File: src/regs_pkg.sv
/*
  register bus definitions
  bus widths, control-space offsets and the two views of the bus address
*/
package regs_pkg;

  localparam int reg_addr_bits = 8;  // byte-wide address
  localparam int reg_data_bits = 8;  // byte-wide data

  // rule view, bit 7 set
  typedef struct packed {
    logic       rule_space;  // 1 selects pattern/mask storage
    logic [2:0] rule_idx;    // which rule
    logic       field;       // 0 pattern, 1 mask
    logic [2:0] byte_idx;    // byte 0 is the least significant
  } rule_view_t;

  // control view, bit 7 clear
  typedef struct packed {
    logic                     rule_space;
    logic [reg_addr_bits-2:0] offset;
  } ctrl_view_t;

  // one address word, decoded either way
  typedef union packed {
    rule_view_t rule;
    ctrl_view_t ctrl;
  } reg_addr_u;

  localparam logic field_mask = 1'b1;  // rule-view field code for the mask

  // control-space offsets
  localparam logic [reg_addr_bits-2:0] addr_enable     = 7'h00;  // rw
  localparam logic [reg_addr_bits-2:0] addr_control    = 7'h01;  // rw
  localparam logic [reg_addr_bits-2:0] addr_hit_vector = 7'h02;  // ro
  localparam logic [reg_addr_bits-2:0] addr_hit_buffer = 7'h08;  // ro, 8 bytes
  localparam logic [reg_addr_bits-2:0] addr_count      = 7'h10;  // ro, one per rule

  // bit positions in the control register
  localparam int ctrl_toggle_bit = 0;  // toggle mode
  localparam int ctrl_width_lsb  = 1;  // width code, 2 bits

endpackage

File: src/trace_pkg.sv
/*
  trace trigger constants
  sizes of the history buffer, the rule bank, the trace lanes and the hit
  counters, plus the lane-select code width
*/
package trace_pkg;

  // history buffer
  localparam int buffer_bits = 64;  // bits of trace history compared per rule

  // rule bank
  localparam int num_rules = 8;     // identical match rules
  localparam int count_bits = 8;    // saturating hit counter width

  // trace port
  localparam int lanes_max = 4;     // physical TRACEDATA lanes

  // lane-select code
  //   0 -> one lane (bit 0)
  //   1 -> two lanes (bits 1..0)
  //   2 -> four lanes, 3 behaves the same
  localparam int width_code_bits = 2;

endpackage
File: src/trace_trigger_top.sv
/*
  trace trigger top
  trace shifter feeding eight match rules, the trigger selector and the
  register file on one clock
*/
`timescale 1ns/1ps

module trace_trigger_top (
  input  logic                               ext_clock,
  input  logic                               resetn,
  input  logic [trace_pkg::lanes_max-1:0]    trace_data,
  input  logic                               trcena,
  input  logic [regs_pkg::reg_addr_bits-1:0] reg_addr,
  input  logic [regs_pkg::reg_data_bits-1:0] reg_wdata,
  input  logic                               reg_write,
  input  logic                               reg_read,
  output logic [regs_pkg::reg_data_bits-1:0] reg_rdata,
  output logic                               trig_out
);

  logic [trace_pkg::buffer_bits-1:0]     trace_buffer;
  logic                                  buffer_valid;
  logic [trace_pkg::width_code_bits-1:0] width_code;
  logic                                  toggle_mode;

  // per-rule configuration and results
  logic [trace_pkg::num_rules-1:0][trace_pkg::buffer_bits-1:0] rule_pattern;
  logic [trace_pkg::num_rules-1:0][trace_pkg::buffer_bits-1:0] rule_mask;
  logic [trace_pkg::num_rules-1:0]                             rule_enable;
  logic [trace_pkg::num_rules-1:0]                             hit_vector;
  logic [trace_pkg::num_rules-1:0][trace_pkg::count_bits-1:0]  hit_counts;

  // trigger snapshot
  logic [trace_pkg::num_rules-1:0]   last_hit_vector;
  logic [trace_pkg::buffer_bits-1:0] last_hit_buffer;

  trace_shifter i_trace_shifter (
    .ext_clock    (ext_clock),
    .resetn       (resetn),
    .trace_data   (trace_data),
    .trcena       (trcena),
    .width_code   (width_code),
    .trace_buffer (trace_buffer),
    .buffer_valid (buffer_valid)
  );

  for (genvar i = 0; i < trace_pkg::num_rules; i++) begin : g_rule
    match_rule i_match_rule (
      .ext_clock    (ext_clock),
      .resetn       (resetn),
      .trace_buffer (trace_buffer),
      .buffer_valid (buffer_valid),
      .rule_enable  (rule_enable[i]),
      .rule_pattern (rule_pattern[i]),
      .rule_mask    (rule_mask[i]),
      .hit          (hit_vector[i]),
      .hit_count    (hit_counts[i])
    );
  end

  trigger_select i_trigger_select (
    .ext_clock       (ext_clock),
    .resetn          (resetn),
    .hit_vector      (hit_vector),
    .trace_buffer    (trace_buffer),
    .toggle_mode     (toggle_mode),
    .trig_out        (trig_out),
    .last_hit_vector (last_hit_vector),
    .last_hit_buffer (last_hit_buffer)
  );

  trace_regs i_trace_regs (
    .ext_clock       (ext_clock),
    .resetn          (resetn),
    .reg_addr        (reg_addr),
    .reg_wdata       (reg_wdata),
    .reg_write       (reg_write),
    .reg_read        (reg_read),
    .reg_rdata       (reg_rdata),
    .rule_pattern    (rule_pattern),
    .rule_mask       (rule_mask),
    .rule_enable     (rule_enable),
    .width_code      (width_code),
    .toggle_mode     (toggle_mode),
    .hit_counts      (hit_counts),
    .last_hit_vector (last_hit_vector),
    .last_hit_buffer (last_hit_buffer)
  );

endmodule

File: src/trace_regs.sv
/*
  trace trigger registers
  byte-wide register file holding patterns, masks, enables and control,
  with a registered read mux for status and hit counts
*/
`timescale 1ns/1ps

module trace_regs (
  input  logic                                  ext_clock,
  input  logic                                  resetn,
  input  logic [regs_pkg::reg_addr_bits-1:0]    reg_addr,
  input  logic [regs_pkg::reg_data_bits-1:0]    reg_wdata,
  input  logic                                  reg_write,
  input  logic                                  reg_read,
  output logic [regs_pkg::reg_data_bits-1:0]    reg_rdata,
  output logic [trace_pkg::num_rules-1:0][trace_pkg::buffer_bits-1:0] rule_pattern,
  output logic [trace_pkg::num_rules-1:0][trace_pkg::buffer_bits-1:0] rule_mask,
  output logic [trace_pkg::num_rules-1:0]       rule_enable,
  output logic [trace_pkg::width_code_bits-1:0] width_code,
  output logic                                  toggle_mode,
  input  logic [trace_pkg::num_rules-1:0][trace_pkg::count_bits-1:0] hit_counts,
  input  logic [trace_pkg::num_rules-1:0]       last_hit_vector,
  input  logic [trace_pkg::buffer_bits-1:0]     last_hit_buffer
);

  regs_pkg::reg_addr_u                addr_u;
  logic [regs_pkg::reg_data_bits-1:0] read_mux;
  logic                               ctrl_write;
  logic                               rule_write;

  assign addr_u     = reg_addr;
  assign rule_write = reg_write && addr_u.rule.rule_space;
  assign ctrl_write = reg_write && !addr_u.ctrl.rule_space;

  // pattern and mask bytes, write only
  always_ff @(posedge ext_clock) begin
    if (rule_write) begin
      if (addr_u.rule.field == regs_pkg::field_mask) begin
        rule_mask[addr_u.rule.rule_idx][addr_u.rule.byte_idx*regs_pkg::reg_data_bits
                                        +: regs_pkg::reg_data_bits] <= reg_wdata;
      end else begin
        rule_pattern[addr_u.rule.rule_idx][addr_u.rule.byte_idx*regs_pkg::reg_data_bits
                                           +: regs_pkg::reg_data_bits] <= reg_wdata;
      end
    end
  end

  // enable vector and control
  always_ff @(posedge ext_clock or negedge resetn) begin
    if (!resetn) begin
      rule_enable <= '0;
      toggle_mode <= 1'b0;
      width_code  <= '0;
    end else if (ctrl_write) begin
      if (addr_u.ctrl.offset == regs_pkg::addr_enable) begin
        rule_enable <= reg_wdata;
      end else if (addr_u.ctrl.offset == regs_pkg::addr_control) begin
        toggle_mode <= reg_wdata[regs_pkg::ctrl_toggle_bit];
        width_code  <= reg_wdata[regs_pkg::ctrl_width_lsb +: trace_pkg::width_code_bits];
      end
    end
  end

  // read mux, anything unmapped reads 0
  always_comb begin
    read_mux = '0;
    if (!addr_u.ctrl.rule_space) begin
      if (addr_u.ctrl.offset == regs_pkg::addr_enable) begin
        read_mux = rule_enable;
      end else if (addr_u.ctrl.offset == regs_pkg::addr_control) begin
        read_mux[regs_pkg::ctrl_toggle_bit] = toggle_mode;
        read_mux[regs_pkg::ctrl_width_lsb +: trace_pkg::width_code_bits] = width_code;
      end else if (addr_u.ctrl.offset == regs_pkg::addr_hit_vector) begin
        read_mux = last_hit_vector;
      end else if (addr_u.ctrl.offset[6:3] == regs_pkg::addr_hit_buffer[6:3]) begin
        read_mux = last_hit_buffer[addr_u.ctrl.offset[2:0]*regs_pkg::reg_data_bits
                                   +: regs_pkg::reg_data_bits];  // byte 0 is lsb
      end else if (addr_u.ctrl.offset[6:3] == regs_pkg::addr_count[6:3]) begin
        read_mux = hit_counts[addr_u.ctrl.offset[2:0]];
      end
    end
  end

  // held until the next read
  always_ff @(posedge ext_clock or negedge resetn) begin
    if (!resetn) begin
      reg_rdata <= '0;
    end else if (reg_read) begin
      reg_rdata <= read_mux;
    end
  end

endmodule

File: src/trigger_select.sv
/*
  trigger select
  ORs the rule hits into the trigger output, pulsed or toggled, and latches
  the hit vector with the buffer the hits were computed from
*/
`timescale 1ns/1ps

module trigger_select (
  input  logic                              ext_clock,
  input  logic                              resetn,
  input  logic [trace_pkg::num_rules-1:0]   hit_vector,
  input  logic [trace_pkg::buffer_bits-1:0] trace_buffer,
  input  logic                              toggle_mode,
  output logic                              trig_out,
  output logic [trace_pkg::num_rules-1:0]   last_hit_vector,
  output logic [trace_pkg::buffer_bits-1:0] last_hit_buffer
);

  logic                              any_hit;
  logic [trace_pkg::buffer_bits-1:0] buffer_d;  // buffer seen by the rules

  assign any_hit = |hit_vector;

  // hits lag the buffer by one edge, so keep the matching copy
  always_ff @(posedge ext_clock) begin
    buffer_d <= trace_buffer;
  end

  always_ff @(posedge ext_clock or negedge resetn) begin
    if (!resetn) begin
      trig_out <= 1'b0;
    end else if (toggle_mode) begin
      if (any_hit) begin
        trig_out <= ~trig_out;  // one flip per hit cycle
      end
    end else begin
      trig_out <= any_hit;      // pulse follows the hit cycle
    end
  end

  // snapshot for readback
  always_ff @(posedge ext_clock or negedge resetn) begin
    if (!resetn) begin
      last_hit_vector <= '0;
      last_hit_buffer <= '0;
    end else if (any_hit) begin
      last_hit_vector <= hit_vector;
      last_hit_buffer <= buffer_d;
    end
  end

endmodule

File: src/match_rule.sv
/*
  match rule
  compares the masked history buffer with a programmed pattern, registers
  the hit and keeps a saturating count of hits
*/
`timescale 1ns/1ps

module match_rule (
  input  logic                               ext_clock,
  input  logic                               resetn,
  input  logic [trace_pkg::buffer_bits-1:0]  trace_buffer,
  input  logic                               buffer_valid,
  input  logic                               rule_enable,
  input  logic [trace_pkg::buffer_bits-1:0]  rule_pattern,
  input  logic [trace_pkg::buffer_bits-1:0]  rule_mask,
  output logic                               hit,
  output logic [trace_pkg::count_bits-1:0]   hit_count
);

  logic masked_equal;
  logic match_now;

  // mask bit 0 means don't care
  assign masked_equal = ((trace_buffer & rule_mask) == (rule_pattern & rule_mask));

  // only a full window on an enabled rule counts
  assign match_now = buffer_valid && rule_enable && masked_equal;

  always_ff @(posedge ext_clock or negedge resetn) begin
    if (!resetn) begin
      hit <= 1'b0;
    end else begin
      hit <= match_now;  // one cycle after the sampled buffer
    end
  end

  // counts on the same edge that raises hit
  always_ff @(posedge ext_clock or negedge resetn) begin
    if (!resetn) begin
      hit_count <= '0;
    end else if (match_now && (hit_count != '1)) begin
      hit_count <= hit_count + 1'b1;  // sticks at all ones
    end
  end

endmodule

File: src/trace_shifter.sv
/*
  trace shifter
  shifts one, two or four trace lanes into the 64-bit history buffer and
  flags the buffer valid once a full window has arrived since trcena rose
*/
`timescale 1ns/1ps

module trace_shifter (
  input  logic                                  ext_clock,
  input  logic                                  resetn,
  input  logic [trace_pkg::lanes_max-1:0]       trace_data,
  input  logic                                  trcena,
  input  logic [trace_pkg::width_code_bits-1:0] width_code,
  output logic [trace_pkg::buffer_bits-1:0]     trace_buffer,
  output logic                                  buffer_valid
);

  // counts 0..buffer_bits
  typedef logic [$clog2(trace_pkg::buffer_bits):0] count_t;

  count_t                            bit_count;   // bits received, saturating
  count_t                            lane_count;  // bits per cycle
  count_t                            count_sum;
  logic [trace_pkg::buffer_bits-1:0] shifted;

  // new bits enter at the low end, older bits move up
  always_comb begin
    case (width_code)
      2'd0: begin
        lane_count = count_t'(1);
        shifted    = {trace_buffer[trace_pkg::buffer_bits-2:0], trace_data[0]};
      end
      2'd1: begin
        lane_count = count_t'(2);
        shifted    = {trace_buffer[trace_pkg::buffer_bits-3:0], trace_data[1:0]};
      end
      default: begin  // codes 2 and 3
        lane_count = count_t'(trace_pkg::lanes_max);
        shifted    = {trace_buffer[trace_pkg::buffer_bits-trace_pkg::lanes_max-1:0],
                      trace_data};
      end
    endcase
  end

  assign count_sum = bit_count + lane_count;  // cannot wrap, max 64 + 4

  always_ff @(posedge ext_clock or negedge resetn) begin
    if (!resetn) begin
      trace_buffer <= '0;
      bit_count    <= '0;
      buffer_valid <= 1'b0;
    end else if (trcena) begin
      trace_buffer <= shifted;
      if (count_sum >= count_t'(trace_pkg::buffer_bits)) begin
        bit_count    <= count_t'(trace_pkg::buffer_bits);  // saturate
        buffer_valid <= 1'b1;
      end else begin
        bit_count    <= count_sum;
      end
    end else begin
      bit_count    <= '0;    // restart the window count
      buffer_valid <= 1'b0;
    end
  end

endmodule

File: config.mk
export PLATFORM = sky130hd
export DESIGN_NAME = trace_trigger_top
export DESIGN_NICKNAME = d
export VERILOG_FILES = /design/src/regs_pkg.sv /design/src/trace_pkg.sv /design/src/trace_trigger_top.sv /design/src/trace_regs.sv /design/src/trigger_select.sv /design/src/match_rule.sv /design/src/trace_shifter.sv
export SDC_FILE = /design/constraint.sdc
export NUM_CORES = 2
export LEC_CHECK = 0
export BUFFER_PORTS_ARGS = -buffer_cell sky130_fd_sc_hd__buf_4
export CAP_MARGIN = 30
export CORE_ASPECT_RATIO = 0.9
export CORE_MARGIN = 8
export CORE_UTILIZATION = 50
export CTS_CLUSTER_DIAMETER = 50
export DETAILED_ROUTE_END_ITERATION = 10
export GPL_TIMING_DRIVEN = 0
export PLACE_DENSITY = 0.75
export SYNTH_ARGS = -nofsm -noshare
export SYNTH_HDL_FRONTEND = slang
export SYNTH_SLANG_ARGS = --single-unit
File: constraint.sdc
create_clock -name ext_clock -period 3.1 [get_ports ext_clock]
set_input_delay 0.155 -clock ext_clock [delete_from_list [all_inputs] [get_ports ext_clock]]
set_output_delay 0.155 -clock ext_clock [all_outputs]
set_load 0.05 [all_outputs]
==> results_dict.tcl <==
set metrics [dict create \
    cts_tree "yes" \
    async_flop_share_pct 17.8 \
    min_period_over_period_pct 101 \
    drt_iter0_markers 6114 \
    syn_area_um2 52700 \
    netlist_top_cells_count "edfxtp_1 (1024), xor2_1 (557), dfrtp_1 (236), a22oi_1 (215), nor2_1 (196)" \
    wl_per_cell_um 37.0 \
    synth-seq-cells 1324 \
    hold_path_class "in -> reg" \
    overflow 0 \
    clk_latency_ps 750 \
    grt_pass1_wl_um 254000 \
    gp_congestion 1.06 \
    grt_max_degree 111 \
    whs_ps 197 \
    instances_no_fill 5142 \
    ir_drop_mv 0.549 \
    cts_buffers 131 \
    synthCells 3323 \
    p_sw_mw 11.5 \
    grt_antenna_before_repair 18 \
    area_delta_synth_final_pct 17.5 \
    syn_avg_cell_area_um2 15.8 \
    end_kind "flip-flop" \
    required_ps 3750 \
    fmax_mhz 318 \
    drc 0 \
    syn-num-nets 3364 \
    htreeDepth 4 \
    timing.final.ws_setup_ps -44.6 \
    start_kind "flip-flop" \
    p_comb_share_pct 12.6 \
    period_needed_ps 3140 \
    critPathMaxFanout 10 \
    synth_seq_area_share_pct 72.0 \
    p_per_area_nw_per_um2 666 \
    max_slew_margin_pct 25.4 \
    cts_root_buf "clkbuf_16" \
    fillers 7700 \
    seqCellArea_um2 38000 \
    layout.nets 3694 \
    maxSlewViolCount 0 \
    p_leak_nw 20.0 \
    synth.distinct_cells 59 \
    synth_top_area_share_pct 58.4 \
    setup_violations 4 \
    critical_path_arrival_ps 3800 \
    synth_most_common_cell "edfxtp_1" \
    detail-route-antenna-nets 0 \
    fp-row-count 113 \
    grt_pass1_vias 31200 \
    dp_cells 4851 \
    synth_area_leaders "edfxtp_1 (58%), dfrtp_1 (11%), xor2_1 (9.3%)" \
    track_usage_pct 32.4 \
    ioPinCount 34 \
    worst_clock_skew_ps 27.6 \
    path_clk_slew_ps 60 \
    yosys.area.top_type "edfxtp_1" \
    crit_path_cell_trace "buf_6, xor2_1, a22oi_2, nand4_1, nor4_4, buf_4, nand2_4, or4_4, inv_2" \
    crit_type "reg -> reg" \
    core_um2 105000 \
    report.final.hold_viol_count 0 \
    tightest_slew_ps 1120 \
    die_area_um2 116000 \
    dr.pass1.iters 6 \
    multi_input_area_um2 14800 \
    drt-total-wl_um 190000 \
    cts_max_path_buffers 3 \
    port_buffers 31 \
    slowest_delay_ps 580 \
    start_util_pct 50.1 \
    fin_util_pct 58.9 \
    power_frac_seq_pct 49.9 \
    synth_edf_count 1024 \
    ys.flop_type "edfxtp_1" \
    die_h_um 324 \
    clock-sinks 1324 \
    vias 33300 \
    violations "negative setup slack" \
    yosys_warnings 0 \
    power_mw 41.2 \
    hpwlAfterDp_um 140000 \
    pwr-share-clk_pct 37.5 \
    drive_above_1_share_pct 23.3 \
    die_x_um 358 \
    drv_cap 0 \
    swShare_pct 27.9 \
    vias_per_cell 6.48 \
    outcome "finished, violations left" \
    rsz0062_at_grt "false" \
    cellInternalPower_mw 29.7 \
    slowest_stage "or4_4" \
]
-- per-stage QoR --
step | setup slack [ps] | instance area [um2] | TNS (ps)
finish | -44.6 | 61900 | -112
global route | 2.75 | 61900 | 0
CTS | -263 | 61500 | -21720
detailed placement | -1570 | 56200 | -1792900
global placement | -1830 | 54700 | -2444450
floorplan | 24.3 | 52700 | 0
-- path summary, 6_finish.rpt --
kind                                                              start  slack (ps)                                      endpoint  depth (start not counted)
min                                                         reg_addr[3]         200       i_trace_regs.rule_pattern[44]$_DFFE_PP_                          4
min in group asynchronous                                        resetn         500   i_trace_shifter.trace_buffer[7]$_DFFE_PN0P_                          4
max reg2reg                i_trace_shifter.trace_buffer[15]$_DFFE_PN0P_         -40          g_rule[5].i_match_rule.hit$_DFF_PN0_                          9
min reg2reg                i_trace_shifter.trace_buffer[62]$_DFFE_PN0P_         370         i_trigger_select.buffer_d[62]$_DFF_P_                          0
max in group asynchronous                                        resetn        1490  i_trace_shifter.trace_buffer[21]$_DFFE_PN0P_                          5
max                        i_trace_shifter.trace_buffer[15]$_DFFE_PN0P_         -40          g_rule[5].i_match_rule.hit$_DFF_PN0_                          9
-- logic make-up (layout without fill, tap and decap cells) --
kind of cell | count (synthesis) | count (layout) | synth area share (%)
muxes | 252 | 252 | 5.68
DFF | 1324 | 1324 | 72.0
adders and majority gates | 17 | 17 | 0.399
buffers and inverters | 152 | 584 | 1.43
AOI/OAI and AO/OA | 402 | 402 | 5.33
xor gates and xnor gates | 568 | 568 | 9.45
and+or+nand+nor | 608 | 608 | 5.67
other | 0 | 7 | 0
-- flip-flops by register name, indices dropped and copies added, names as in the netlist --
register and flops:
i_trace_shifter.bit_count 7, i_trace_regs.toggle_mode 1, i_trace_shifter.buffer_valid 1, g_rule.i_match_rule.hit 8
g_rule.i_match_rule.hit_count 64, i_trigger_select.buffer_d 64, i_trigger_select.trig_out 1, i_trace_regs.width_code 2
i_trace_regs.rule_mask 512, i_trigger_select.last_hit_vector 8, i_trace_regs.rule_pattern 512, i_trigger_select.last_hit_buffer 64
i_trace_shifter.trace_buffer 64, i_trace_regs.reg_rdata 8, i_trace_regs.rule_enable 8
-- power by group through the flow --
stage | combinational [mW] | sequential (mW) | clock (mW)
2_1_floorplan | 2.73 | 20.1 | 0
3_3_place_gp | 4.56 | 20.8 | 0
3_5_place_dp | 4.70 | 20.8 | 0
4_1_cts | 4.88 | 20.5 | 15.4
5_1_grt | 5.27 | 20.5 | 16.1
6_report | 5.19 | 20.6 | 15.5
-- per-layer routing --
layer | up-vias | GRT usage [%] | part of all wire [%]
li1 | 13100 | - | -
met1 | 16800 | 41.8 | 35
met2 | 2836 | 46.2 | 42
met3 | 576 | 13.3 | 16
met4 | 8 | 18.4 | 7.0
met5 | - | 0 | 0.028
-- worst max-delay path, delay by kind of cell (launching register included) --
family	cells	cell delay (ps)
AOI/OAI and AO/OA	1	440
and+or+nand+nor	4	1330
buffers and inverters	3	520
xor gates and xnor gates	1	180
DFF	1	560
-- cells in the final DEF, fill, tap and decap left out, drive strengths merged, types with 11 or more instances in the layout --
cell type / count
mux2: 155
clkbuf: 228
inv: 31
a21oi: 40
and2: 42
edfxtp: 1024
nand4: 64
mux4: 22
xor2: 557
a221oi: 16
ha: 16
nor3: 26
o22ai: 12
nand2: 155
and3: 27
nand3: 51
dfrtp: 236
mux2i: 75
buf: 261
clkinv: 41
dlygate4sd3: 18
nor4: 19
nor2: 196
a22oi: 215
o21ai: 68
a22o: 16
dfxtp: 64
xnor2: 11
-- area by class of cell --
cell class / count / share of cell area (%)
clock inverters: 54 / 0.716
well taps: 1380 / 2.79
inverters: 23 / 0.146
flip-flops and latches: 1324 / 61.4
clock buffers: 181 / 5.91
diodes: 7 / 0.0283
repair buffers: 202 / 3.77
plain buffers: 124 / 1.31
multi-input cells: 1847 / 24.0
-- timing repair --
action,4_1_cts,5_1_grt
hold buffers,19,0
endpoints found under the setup margin,1261,1109
pin swaps,19,10
resized for setup,197,99
hold endpoints to repair,152,0
setup buffers,24,8
No activity file was read; power rests on OpenSTA's default activity.
